--- src/hw/bp_pkg.sv ---
//**********************************************************
// types shared by the BTB blocks, 32-bit PCs, 4-byte insts
// branch codes double as prediction codes (00 = not taken)
//**********************************************************

package bp_pkg;

    // instruction address, bits 1:0 always zero in practice
    typedef logic [31:0] pc_t;

    // branch type as stored in the target cache
    typedef logic [1:0] btype_t;

    // 2-bit saturating direction counter, bit 1 set = taken
    typedef logic [1:0] ctr_t;

    localparam btype_t BT_NONE     = 2'b00; // not a branch
    localparam btype_t BT_UNCOND   = 2'b01; // direct jump
    localparam btype_t BT_COND     = 2'b10; // pc-relative conditional
    localparam btype_t BT_INDIRECT = 2'b11; // register target, always taken

    // counters come out of reset leaning taken
    localparam ctr_t CTR_RESET = 2'b10;

endpackage : bp_pkg

--- src/hw/bp_update_if.sv ---
//**********************************************************
// one resolved branch from execute, no handshake
//**********************************************************

`timescale 1ns/10ps

interface bp_update_if;
    import bp_pkg::*;

    logic   valid;      // one-cycle strobe
    pc_t    pc;         // branch address
    pc_t    tpc;        // resolved target
    logic   taken;      // resolved direction
    btype_t btype;
    logic   dir_fail;   // direction mispredicted
    logic   add_fail;   // target mispredicted

    modport src (output valid, pc, tpc, taken, btype, dir_fail, add_fail);
    modport dst (input  valid, pc, tpc, taken, btype, dir_fail, add_fail);

endinterface : bp_update_if

--- src/hw/btb_local.sv ---
//**********************************************************
// untagged 2-bit direction counters, trained on every update
//**********************************************************

`timescale 1ns/10ps

module btb_local #(
    parameter int LOCAL_INDEX_WIDTH = 6
) (
    input  logic         clk,
    input  logic         rstn,
    input  bp_pkg::pc_t  fetch_pc,
    bp_update_if.dst     upd,
    output bp_pkg::ctr_t local_ctr
);
    import bp_pkg::*;

    localparam int ENTRIES = 1 << LOCAL_INDEX_WIDTH;

    typedef logic [LOCAL_INDEX_WIDTH-1:0] lidx_t;

    ctr_t  ctr_q [ENTRIES];
    lidx_t fetch_idx;
    lidx_t upd_idx;
    ctr_t  upd_ctr;

    assign fetch_idx = fetch_pc[LOCAL_INDEX_WIDTH+2:3];
    assign upd_idx   = upd.pc[LOCAL_INDEX_WIDTH+2:3];
    assign upd_ctr   = ctr_q[upd_idx];

    always_ff @(posedge clk or negedge rstn) begin
        if (!rstn) begin
            for (int i = 0; i < ENTRIES; i++) begin
                ctr_q[i] <= CTR_RESET;      // weak taken
            end
        end else if (upd.valid) begin
            if (upd.taken && !(&upd_ctr)) begin
                ctr_q[upd_idx] <= upd_ctr + 2'd1;
            end else if (!upd.taken && (|upd_ctr)) begin
                ctr_q[upd_idx] <= upd_ctr - 2'd1;
            end
        end
    end

    assign local_ctr = ctr_q[fetch_idx];   // raw counter, top reads bit 1

endmodule : btb_local

--- src/flat_wrapper.sv ---
// flat-port wrapper written by rule: the top's interface ports become plain ports
module btb_local_flat import bp_pkg::*;
#(
    parameter int LOCAL_INDEX_WIDTH = 6
)
  (clk, rstn, fetch_pc, local_ctr, upd_valid, upd_pc, upd_tpc, upd_taken, upd_btype, upd_dir_fail, upd_add_fail);
  bp_update_if upd_i ();
  input  logic clk;
  input  logic rstn;
  input  bp_pkg::pc_t fetch_pc;
  output bp_pkg::ctr_t local_ctr;
  input wire logic [$bits(upd_i.valid)-1:0] upd_valid;
  input wire logic [$bits(upd_i.pc)-1:0] upd_pc;
  input wire logic [$bits(upd_i.tpc)-1:0] upd_tpc;
  input wire logic [$bits(upd_i.taken)-1:0] upd_taken;
  input wire logic [$bits(upd_i.btype)-1:0] upd_btype;
  input wire logic [$bits(upd_i.dir_fail)-1:0] upd_dir_fail;
  input wire logic [$bits(upd_i.add_fail)-1:0] upd_add_fail;
  assign upd_i.valid = upd_valid;
  assign upd_i.pc = upd_pc;
  assign upd_i.tpc = upd_tpc;
  assign upd_i.taken = upd_taken;
  assign upd_i.btype = upd_btype;
  assign upd_i.dir_fail = upd_dir_fail;
  assign upd_i.add_fail = upd_add_fail;
  btb_local #(.LOCAL_INDEX_WIDTH(LOCAL_INDEX_WIDTH)) u_core (.clk(clk), .rstn(rstn), .fetch_pc(fetch_pc), .upd(upd_i), .local_ctr(local_ctr));
endmodule
--- config.mk ---
export PLATFORM = sky130hd
export DESIGN_NAME = btb_local_flat
export DESIGN_NICKNAME = d
export VERILOG_FILES = /design/src/hw/bp_pkg.sv /design/src/hw/bp_update_if.sv /design/src/hw/btb_local.sv /design/src/flat_wrapper.sv
export SDC_FILE = /design/constraint.sdc
export NUM_CORES = 1
export LEC_CHECK = 0
export ABC_CLOCK_PERIOD_IN_PS = 7900
export BUFFER_PORTS_ARGS = -buffer_cell sky130_fd_sc_hd__clkbuf_2
export CAP_MARGIN = 0
export CORE_MARGIN = 5
export CORE_UTILIZATION = 40
export CTS_CLUSTER_DIAMETER = 80
export DETAILED_ROUTE_END_ITERATION = 6
export PLACE_DENSITY = 0.63
export RECOVER_POWER = 50
export REMOVE_ABC_BUFFERS = 1
export SETUP_SLACK_MARGIN = 0.05
export SLEW_MARGIN = 20
export SYNTH_ARGS = -nofsm -noshare
export SYNTH_HDL_FRONTEND = slang
export SYNTH_SLANG_ARGS = --single-unit
--- constraint.sdc ---
create_clock -name clk -period 7.9 [get_ports clk]
set_input_delay 2.37 -clock clk [delete_from_list [all_inputs] [get_ports clk]]
set_output_delay 2.37 -clock clk [all_outputs]
set_load 0.005 [all_outputs]
==> results.sh, run 1 <==
export IMPL_grt_first_pass_wirelength_mm=34.27
export IMPL_wl_per_cell_um=24.71
export IMPL_use_met3=0.03219
export IMPL_cp_start_kind="primary input"
export IMPL_fin_util=0.4496
export IMPL_placed_cell_area_um2=7845
export IMPL_p_clk_frac=0.368
export IMPL_synth_edf_count=0
export IMPL_vias_per_cell=6.394
export IMPL_skew_ns=0.009915
export IMPL_postRouteAntennaNets=0
export IMPL_slowest_stage="clkbuf_1"
export IMPL_postLayoutCellArea_um2=8409
export IMPL_arrival_ns=7.44
export IMPL_cellLeakagePower_uw=0.003383
export IMPL_status="finished, violations left"
export IMPL_area_growth_pct=10.93
export IMPL_async_flop_share=1.000
export IMPL_crit_fanout=24
export IMPL_tightest_slew_ns=4.280
export IMPL_placementRows=50
export IMPL_synth_seq_cells=128
export IMPL_cts_buffers=17
export IMPL_root_buffer="clkbuf_16"
export IMPL_synth_area_top_cells="dfstp_2 22%, dfrtp_1 21%, mux2_2 18%, mux4_2 12%, mux2i_1 3.8%"
export IMPL_hpwl_mm=14.63
export IMPL_rsz0062_at_grt="no"
export IMPL_n_fill_cell=1648
export IMPL_synthDistinctLibCells=67
export IMPL_seqPwrFrac=0.432
export IMPL_power_density_nw_per_um2=246.5
export IMPL_die_area_um2=21810
export IMPL_holdPathStages=1
export IMPL_drc=0
export IMPL_top_usage_layer="met2"
export IMPL_antenna_found_initial=0
export IMPL_vias=5556
export IMPL_postCtsSetupBuffers=0
export IMPL_cts_sinks=128
export IMPL_synth_seq_area_share=0.4331
export IMPL_reg2reg_depth=11
export IMPL_path_cells="clkbuf_1, buf_4, buf_4, mux2i_1, o22a_1, a41o_1, o211ai_1, or4_1, ha_1, mux2_2, nor3b_4, nand2_1, nor2_1, mux2_2"
export IMPL_die_w_um=147.7
export IMPL_die_y_um=147.7
export IMPL_finalMaxSlewViolations=107
export IMPL_clkTransAtPathRegs_ns=0.06
export IMPL_placeableCoreArea_um2=18710
export IMPL_max_slew_margin=-1.853
export IMPL_power_uw=2073
export IMPL_ios=106
export IMPL_min_path_type="reg2reg"
export IMPL_met2_usage=0.3317
export IMPL_cts_tree="built"
export IMPL_slowest_delay_ns=1.09
export IMPL_syn_avg_cell_area_um2=12.21
export IMPL_nets=728
export IMPL_layout_drive_gt1_share=0.4693
export IMPL_grt_total_usage=0.2040
export IMPL_htreeDepth=4
export IMPL_drt_initial_drc_count=697
export IMPL_max_cap_violations=2
export IMPL_power_switching_uw=579.7
export IMPL_wirelength_mm=21.48
export IMPL_use_met1=0.2727
export IMPL_critPathKind="in2reg"
export IMPL_finalSetupTns_ns=0
export IMPL_ys_top_cells_by_count="122 x mux2_2, 64 x dfrtp_1, 64 x dfstp_2"
export IMPL_setup_viol=0
export IMPL_synthFlopType="dfstp_2"
export IMPL_crit_path_end_kind="flip-flop"
export IMPL_synth_most_common_cell="mux2_2"
export IMPL_n_antenna_cell=0
export IMPL_start_util=0.4053
export IMPL_synth_top_area_frac=0.2218
export IMPL_max_freq_ghz=0.1402
export IMPL_hold_slack_ns=0.5352
export IMPL_yosys_warnings=0
export IMPL_routabilityCongestion=0.9174
export IMPL_grt_ovfl_total=0
export IMPL_clk_latency_ns=0.42
export IMPL_grt_pass1_vias=5654
export IMPL_cts_resized_gates=0
export IMPL_hold_viol=0
export IMPL_io_buffers=17
export IMPL_switching_share=0.2797
export IMPL_p_int_uw=1493
export IMPL_peakVddDrop_v=0.0001765
export IMPL_cts_buffer_depth=2
export IMPL_pwr_share_comb=0.200
export IMPL_cp_data_required_time_ns=8.21
export IMPL_yosysTopAreaCell="dfstp_2"
export IMPL_dr_pass1_iters=6
export IMPL_synthCells=621
export IMPL_synth_area_um2=7581
export IMPL_period_minus_slack_ns=7.135
export IMPL_cts_hold_buf=0
export IMPL_fin_crit_sh=0.9031
export IMPL_reg2reg_slack_ns=3.77
export IMPL_violations="max-capacitance violations, max-slew violations"
export IMPL_grt_max_degree=82
## power by group through the flow
| stage | registers [uW] | logic (uW) | clock network (uW) |
|---|---|---|---|
| 2_1_floorplan | 860 | 273 | 0 |
| 3_3_place_gp | 892 | 398 | 0 |
| 3_5_place_dp | 900 | 411 | 0 |
| 4_1_cts | 891 | 413 | 774 |
| 5_1_grt | 908 | 445 | 801 |
| 6_report | 895 | 414 | 763 |
## critical path: cells and delay by family
kind	cells	cell delay [ns]
mux	3	0.92
fa+ha+maj	1	0.24
buf+inv	3	1.72
compound gates	3	0.53
simple gates	4	1.65
## layout by cell type, fill, tap and decap left out, types with 13 or more instances in the layout
cell type,n
mux4_2,40
clkbuf_16,17
clkbuf_2,15
mux2_2,122
buf_4,13
dfrtp_1,64
o21ai_0,30
dfstp_2,64
nand2_1,29
nor2_1,63
mux2i_1,29
## per-layer routing
layer  routed length, um  part of all wire  vias to the layer above
met5                   0                 0                        -
met4                 614             0.029                        0
met3                1044             0.049                       52
met2               10660              0.50                      248
met1                9159              0.43                     2890
li1                    -                 -                     2366
## through the flow
stage	worst slack, ns	cells
floorplan	1.413	572
global placement	1.139	837
detailed placement	1.019	837
CTS	1.134	869
global route	0.6285	869
finish	0.7652	869
## worst max-delay path by stage
stage / depth (start not counted) / slack (ns) / to / start
final: 14 / 0.77 / flip-flop / upd_pc[5]
after floorplan: 8 / 1.41 / u_core.ctr_q[101] / upd_pc[3]
after detailed placement: 14 / 1.02 / flip-flop / upd_pc[5]
after global routing: 14 / 0.63 / flip-flop / upd_pc[5]
after global placement: 8 / 1.14 / local_ctr[1] / fetch_pc[3]
after CTS: 8 / 1.13 / local_ctr[1] / fetch_pc[3]
## layout make-up
cell class | count | area (um^2) | area share
Inverter | 6 | 22.52 | 0.002678
Multi-Input combinational cell | 438 | 4041 | 0.4806
Sequential cell | 128 | 3283 | 0.3904
Tap cell | 234 | 292.8 | 0.03482
Timing Repair Buffer | 31 | 200.2 | 0.02381
Clock inverter | 6 | 80.08 | 0.009522
Clock buffer | 26 | 489.2 | 0.05818
## cell families after synthesis
group,synth area share
adder cells (fa/ha/maj),0.003300
buffers and inverters,0.03482
AND/OR/NAND/NOR,0.09358
flip-flops,0.4331
multiplexers,0.3418
AO/OA/AOI/OAI,0.09226
XOR/XNOR,0.001156
Note: power is estimated with default switching activity, not from simulation.
==> run 2, diff against run 1 <==
--- a/config.mk
+++ b/config.mk
@@ -8,11 +8,12 @@
 export ABC_CLOCK_PERIOD_IN_PS = 7900
 export BUFFER_PORTS_ARGS = -buffer_cell sky130_fd_sc_hd__clkbuf_2
 export CAP_MARGIN = 0
-export CORE_MARGIN = 5
+export CORE_MARGIN = 2
 export CORE_UTILIZATION = 40
+export CTS_BUF_LIST = sky130_fd_sc_hd__clkbuf_8
 export CTS_CLUSTER_DIAMETER = 80
 export DETAILED_ROUTE_END_ITERATION = 6
-export PLACE_DENSITY = 0.63
+export PLACE_DENSITY = 0.7
 export RECOVER_POWER = 50
 export REMOVE_ABC_BUFFERS = 1
 export SETUP_SLACK_MARGIN = 0.05
==> results.sh, run 2 (synthesis results as in run 1) <==
export IMPL_cp_start_kind="primary input"
export IMPL_grt_pass1_vias=5789
export IMPL_cts_resized_gates=0
export IMPL_peakVddDrop_v=0.0001077
export IMPL_drc=0
export IMPL_max_cap_violations=1
export IMPL_ios=106
export IMPL_hold_viol=0
export IMPL_final_cell_mix="122 x mux2_2, 64 x dfrtp_1, 64 x dfstp_2"
export IMPL_setup_viol=0
export IMPL_hold_slack_ns=0.5363
export IMPL_crit_fanout=17
export IMPL_wirelength_mm=21.15
export IMPL_root_buffer="clkbuf_8"
export IMPL_tightest_slew_ns=4.109
export IMPL_slowest_delay_ns=0.73
export IMPL_reg2reg_depth=11
export IMPL_grt_max_degree=78
export IMPL_grt_first_pass_wirelength_mm=33.23
export IMPL_min_path_type="reg2reg"
export IMPL_fin_util=0.4416
export IMPL_placementRows=50
export IMPL_vias_per_cell=6.485
export IMPL_cts_tree="built"
export IMPL_hpwl_mm=14.38
export IMPL_cp_common_cell="mux2_2"
export IMPL_dp_slack_ns=0.8676
export IMPL_die_area_um2=20070
export IMPL_antenna_found_initial=0
export IMPL_period_minus_slack_ns=7.285
export IMPL_power_density_nw_per_um2=226.8
export IMPL_fin_crit_sh=0.9222
export IMPL_postRouteAntennaNets=0
export IMPL_placeableCoreArea_um2=18640
export IMPL_htreeDepth=4
export IMPL_p_clk_frac=0.301
export IMPL_nets=727
export IMPL_route_met3_wl_mm=1.686
export IMPL_start_util=0.4066
export IMPL_die_y_um=141.7
export IMPL_switching_share=0.3094
export IMPL_grt_total_usage=0.2178
export IMPL_n_antenna_cell=0
export IMPL_layout_drive_gt1_share=0.4763
export IMPL_area_growth_pct=8.599
export IMPL_max_slew_margin=-1.739
export IMPL_drt_initial_drc_count=670
export IMPL_p_int_uw=1289
export IMPL_crit_path_end_kind="flip-flop"
export IMPL_multi_input_area_um2=4053
export IMPL_holdPathStages=2
export IMPL_finalSetupTns_ns=0
export IMPL_grt_ovfl_total=0
export IMPL_power_switching_uw=577.6
export IMPL_finalMaxSlewViolations=78
export IMPL_path_cells="clkbuf_1, clkinv_1, mux4_2, o21a_1, o22ai_1, or4_1, ha_1, mux2_2, nor3b_4, nand2_1, nor2_1, mux2_2"
export IMPL_layout_commonest_cell="mux2_2"
export IMPL_skew_ns=0.009235
export IMPL_status="finished, violations left"
export IMPL_power_uw=1867
export IMPL_die_w_um=141.7
export IMPL_routabilityCongestion=0.9762
export IMPL_cts_hold_buf=0
export IMPL_clkTransAtPathRegs_ns=0.07
export IMPL_setup_slack_ns=0.6148
export IMPL_cts_sinks=128
export IMPL_critPathKind="in2reg"
export IMPL_reg2reg_slack_ns=3.56
export IMPL_vias=5629
export IMPL_cts_buffer_depth=2
export IMPL_rsz0062_at_grt="no"
export IMPL_clk_latency_ns=0.46
export IMPL_dr_pass1_iters=5
export IMPL_topRoutingLayerUsed="met4"
export IMPL_pwr_share_comb=0.222
export IMPL_cellLeakagePower_uw=0.003276
export IMPL_met2WireLength_mm=10.45
export IMPL_max_freq_ghz=0.1373
export IMPL_seq_area_um2=3283
export IMPL_postCtsSetupBuffers=0
export IMPL_violations="max-capacitance violations, max-slew violations"
export IMPL_wl_met1_mm=8.274
export IMPL_arrival_ns=7.63
export IMPL_seqPwrFrac=0.478
export IMPL_slowest_stage="clkinv_1"
export IMPL_cts_buffers=17
export IMPL_cp_data_required_time_ns=8.25
export IMPL_n_fill_cell=1675
export IMPL_wl_per_cell_um=24.36
export IMPL_io_buffers=17
## run 2: cell count changes in the layout (fill, tap and decap cells not counted), sizes merged
cell	before	now
clkbuf	43	36
inv	5	6
clkinvlp	0	7
buf	14	12
## run 2: area by class of cell
cell class | count | area share
multi-input combinational | 438 | 0.4922
sequential | 128 | 0.3988
clock inverter | 14 | 0.01748
clock buffer | 18 | 0.03009
inverter | 6 | 0.002736
timing repair buffer | 30 | 0.02310
tap | 234 | 0.03556
## run 2: worst max-delay path by stage
| stage | slack, ns | depth (start not counted) | end | start |
|---|---|---|---|---|
| floorplan | 1.41 | 8 | u_core.ctr_q[101] | upd_pc[3] |
| global placement | 0.96 | 12 | flip-flop | upd_pc[4] |
| detailed placement | 0.87 | 12 | flip-flop | upd_pc[4] |
| CTS | 1.07 | 8 | local_ctr[0] | fetch_pc[3] |
| global route | 0.55 | 12 | flip-flop | upd_pc[4] |
| finish | 0.61 | 12 | flip-flop | upd_pc[4] |
## run 2: power groups by stage
stage / Clock, uW / Sequential (uW) / Combinational [uW]
6_report: 561 / 892 / 414
5_1_grt: 594 / 904 / 442
4_1_cts: 564 / 887 / 405
3_5_place_dp: 0 / 899 / 403
3_3_place_gp: 0 / 887 / 390
2_1_floorplan: 0 / 860 / 273
## run 2: metal layers
layer | global-route usage | up-vias
met5 | 0 | -
met4 | 0.09789 | 0
met3 | 0.04354 | 61
met2 | 0.3595 | 330
met1 | 0.2789 | 2894
li1 | - | 2344
## run 2: per-stage QoR
step	area (um^2)	cells
floorplan	7340	572
global placement	7838	836
detailed placement	7838	836
CTS	8229	868
global route	8233	868
finish	8233	868
## run 2: worst max-delay path, delay by kind of cell
kind,cells,cell delay [ns]
buffers and inverters,2,1.43
AO/OA/AOI/OAI,2,0.60
adder cells (fa/ha/maj),1,0.24
AND/OR/NAND/NOR,4,1.90
multiplexers,3,1.08
==> run 3, diff against run 2 <==
--- a/config.mk
+++ b/config.mk
@@ -5,15 +5,16 @@
 export SDC_FILE = /design/constraint.sdc
 export NUM_CORES = 1
 export LEC_CHECK = 0
+export ABC_AREA = 1
 export ABC_CLOCK_PERIOD_IN_PS = 7900
 export BUFFER_PORTS_ARGS = -buffer_cell sky130_fd_sc_hd__clkbuf_2
 export CAP_MARGIN = 0
 export CORE_MARGIN = 2
-export CORE_UTILIZATION = 40
+export CORE_UTILIZATION = 55
 export CTS_BUF_LIST = sky130_fd_sc_hd__clkbuf_8
 export CTS_CLUSTER_DIAMETER = 80
 export DETAILED_ROUTE_END_ITERATION = 6
-export PLACE_DENSITY = 0.7
+export PLACE_DENSITY = 0.87
 export RECOVER_POWER = 50
 export REMOVE_ABC_BUFFERS = 1
 export SETUP_SLACK_MARGIN = 0.05
==> results.sh, run 3 <==
export IMPL_holdPathEnd="u_core.ctr_q[77]"
export IMPL_wirelength_mm=24.45
export IMPL_reg2reg_depth=18
export IMPL_postRouteAntennaNets=0
export IMPL_grt_ovfl_total=0
export IMPL_crit_path_end_kind="flip-flop"
export IMPL_cts_tree="built"
export IMPL_wl_per_cell_um=16.80
export IMPL_slowest_stage="inv_1"
export IMPL_grt_total_usage=0.3186
export IMPL_tightest_slew_ns=4.409
export IMPL_cp_common_cell="nand2_1"
export IMPL_start_util=0.5620
export IMPL_synth_seq_cells=128
export IMPL_arrival_ns=7.25
export IMPL_power_uw=1774
export IMPL_final_cell_mix="573 x nand2_1, 184 x nand3_1, 104 x inv_1"
export IMPL_drt_initial_drc_count=1283
export IMPL_rsz0062_at_grt="no"
export IMPL_peakVddDrop_v=0.0001306
export IMPL_synth_edf_count=0
export IMPL_ys_top_cells_by_count="573 x nand2_1, 184 x nand3_1, 103 x inv_1"
export IMPL_status="finished, violations left"
export IMPL_n_antenna_cell=0
export IMPL_reg2reg_slack_ns=4.51
export IMPL_skew_ns=0.009304
export IMPL_antenna_found_initial=0
export IMPL_placementRows=44
export IMPL_cp_data_required_time_ns=8.27
export IMPL_synth_top_area_frac=0.2643
export IMPL_yosys_warnings=0
export IMPL_stdcell_count=1455
export IMPL_hpwl_mm=14.59
export IMPL_slowest_delay_ns=1.65
export IMPL_clkTransAtPathRegs_ns=0.08
export IMPL_placed_cells=1423
export IMPL_vias=8518
export IMPL_grt_max_degree=84
export IMPL_setup_slack_ns=1.017
export IMPL_max_slew_margin=-1.939
export IMPL_nets=1364
export IMPL_synth_seq_area_share=0.4034
export IMPL_hp_start="u_core.ctr_q[77]"
export IMPL_power_density_nw_per_um2=205.6
export IMPL_die_area_um2=15790
export IMPL_crit_fanout=58
export IMPL_vias_per_cell=5.854
export IMPL_cts_buffer_depth=2
export IMPL_postCtsSetupBuffers=0
export IMPL_yosysTopAreaCell="nand2_1"
export IMPL_min_path_type="reg2reg"
export IMPL_layout_commonest_cell="nand2_1"
export IMPL_area_growth_pct=6.012
export IMPL_cts_hold_buf=0
export IMPL_setup_viol=0
export IMPL_synth_area_um2=8138
export IMPL_postLayoutCellArea_um2=8627
export IMPL_htreeDepth=4
export IMPL_synthDistinctLibCells=23
export IMPL_io_buffers=17
export IMPL_synthCells=1275
export IMPL_cts_resized_gates=0
export IMPL_async_flop_share=1.000
export IMPL_finalMaxSlewViolations=143
export IMPL_holdPathStages=2
export IMPL_dr_pass1_iters=6
export IMPL_cts_buffers=17
export IMPL_grt_first_pass_wirelength_mm=39.76
export IMPL_critPathKind="in2reg"
export IMPL_ios=106
export IMPL_routabilityCongestion=0.9185
export IMPL_drc=0
export IMPL_dp_slack_ns=1.419
export IMPL_layout_drive_gt1_share=0.1046
export IMPL_timing_rr_start="u_core.ctr_q[19]"
export IMPL_fin_crit_sh=0.8713
export IMPL_die_w_um=125.6
export IMPL_placeableCoreArea_um2=14480
export IMPL_synthFlopType="dfstp_2"
export IMPL_max_cap_violations=2
export IMPL_hold_viol=0
export IMPL_syn_avg_cell_area_um2=6.383
export IMPL_clk_latency_ns=0.48
export IMPL_cp_start_kind="primary input"
export IMPL_die_y_um=125.6
export IMPL_root_buffer="clkbuf_8"
export IMPL_finalSetupTns_ns=0
export IMPL_path_cells="clkbuf_2, inv_1, nand2_1, nand3_1, nand2_1, o21ai_1, nand2_1, nor2_4, nand2_1, ha_1, inv_1, nand2_1, o21ai_1, nand2_1, inv_1, nand3_1, nor2_1, inv_1, nand2_1, nand2_1"
export IMPL_cts_sinks=128
export IMPL_grt_pass1_vias=7969
export IMPL_synth_most_common_cell="nand2_1"
export IMPL_period_minus_slack_ns=6.883
export IMPL_cellLeakagePower_uw=0.003956
export IMPL_violations="max-capacitance violations, max-slew violations"
export IMPL_synth_area_top_cells="nand2_1 26%, dfstp_2 21%, dfrtp_1 20%, nand3_1 11%, inv_1 4.8%"
export IMPL_max_freq_ghz=0.1453
export IMPL_placed_cell_area_um2=8243
[run 3: stage by stage]
stage          hold WS, ns  utilization
6_report            0.4812       0.5958
5_1_grt             0.4955       0.5958
4_1_cts             0.4806       0.5963
3_5_place_dp        0.4695       0.5693
3_3_place_gp        0.4642       0.5693
2_1_floorplan       0.4491            -
[run 3: per-layer routing]
layer	vias to the layer above	GRT usage	share of wire
met5	-	0	0
met4	0	0.1752	0.053
met3	122	0.09303	0.12
met2	504	0.4827	0.44
met1	3910	0.4123	0.39
li1	3982	-	-
[run 3: power breakdown]
| group | leakage, uW | total (uW) | internal (uW) | switching (uW) |
|---|---|---|---|---|
| clock network | 0.000204 | 568 | 300 | 268 |
| logic | 0.00224 | 361 | 115 | 246 |
| registers | 0.00152 | 844 | 772 | 72.3 |
| total | 0.00396 | 1770 | 1190 | 587 |
[run 3: worst max-delay path: cells and delay by family]
family                   cells  cell delay [ns]
adder cells (fa/ha/maj)      1             0.20
buffers and inverters        5             2.41
AO/OA/AOI/OAI                2             0.29
AND/OR/NAND/NOR             12             1.96
[run 3: worst max path at each step]
stage                     start                         end  slack (ns)  depth (start not counted)
finish                upd_pc[3]                   flip-flop        1.02                         20
global route               rstn  asynchronous set/reset pin        0.65                          2
CTS                 fetch_pc[3]                local_ctr[0]        1.48                         12
detailed placement    upd_pc[3]                   flip-flop        1.42                         20
global placement      upd_pc[3]                   flip-flop        1.48                         20
floorplan             upd_pc[4]            u_core.ctr_q[39]       -0.86                         13
[run 3: logic make-up (layout without fill, tap and decap cells)]
group / after synthesis / after routing / synth area share
AO/OA/AOI/OAI: 120 / 120 / 0.07534
XOR/XNOR: 1 / 1 / 0.001076
adder cells (fa/ha/maj): 2 / 2 / 0.003075
buffers and inverters: 172 / 168 / 0.09025
flip-flops: 128 / 128 / 0.4034
AND/OR/NAND/NOR: 852 / 852 / 0.4268
[run 3: area by class of cell]
type	instances	area, um^2
clock buffers	20	275.3
clock inverters	12	115.1
fillers	1380	5852
inverters	105	394.1
multi-input cells	975	4143
flip-flops and latches	128	3283
well taps	184	230.2
repair buffers	31	186.4
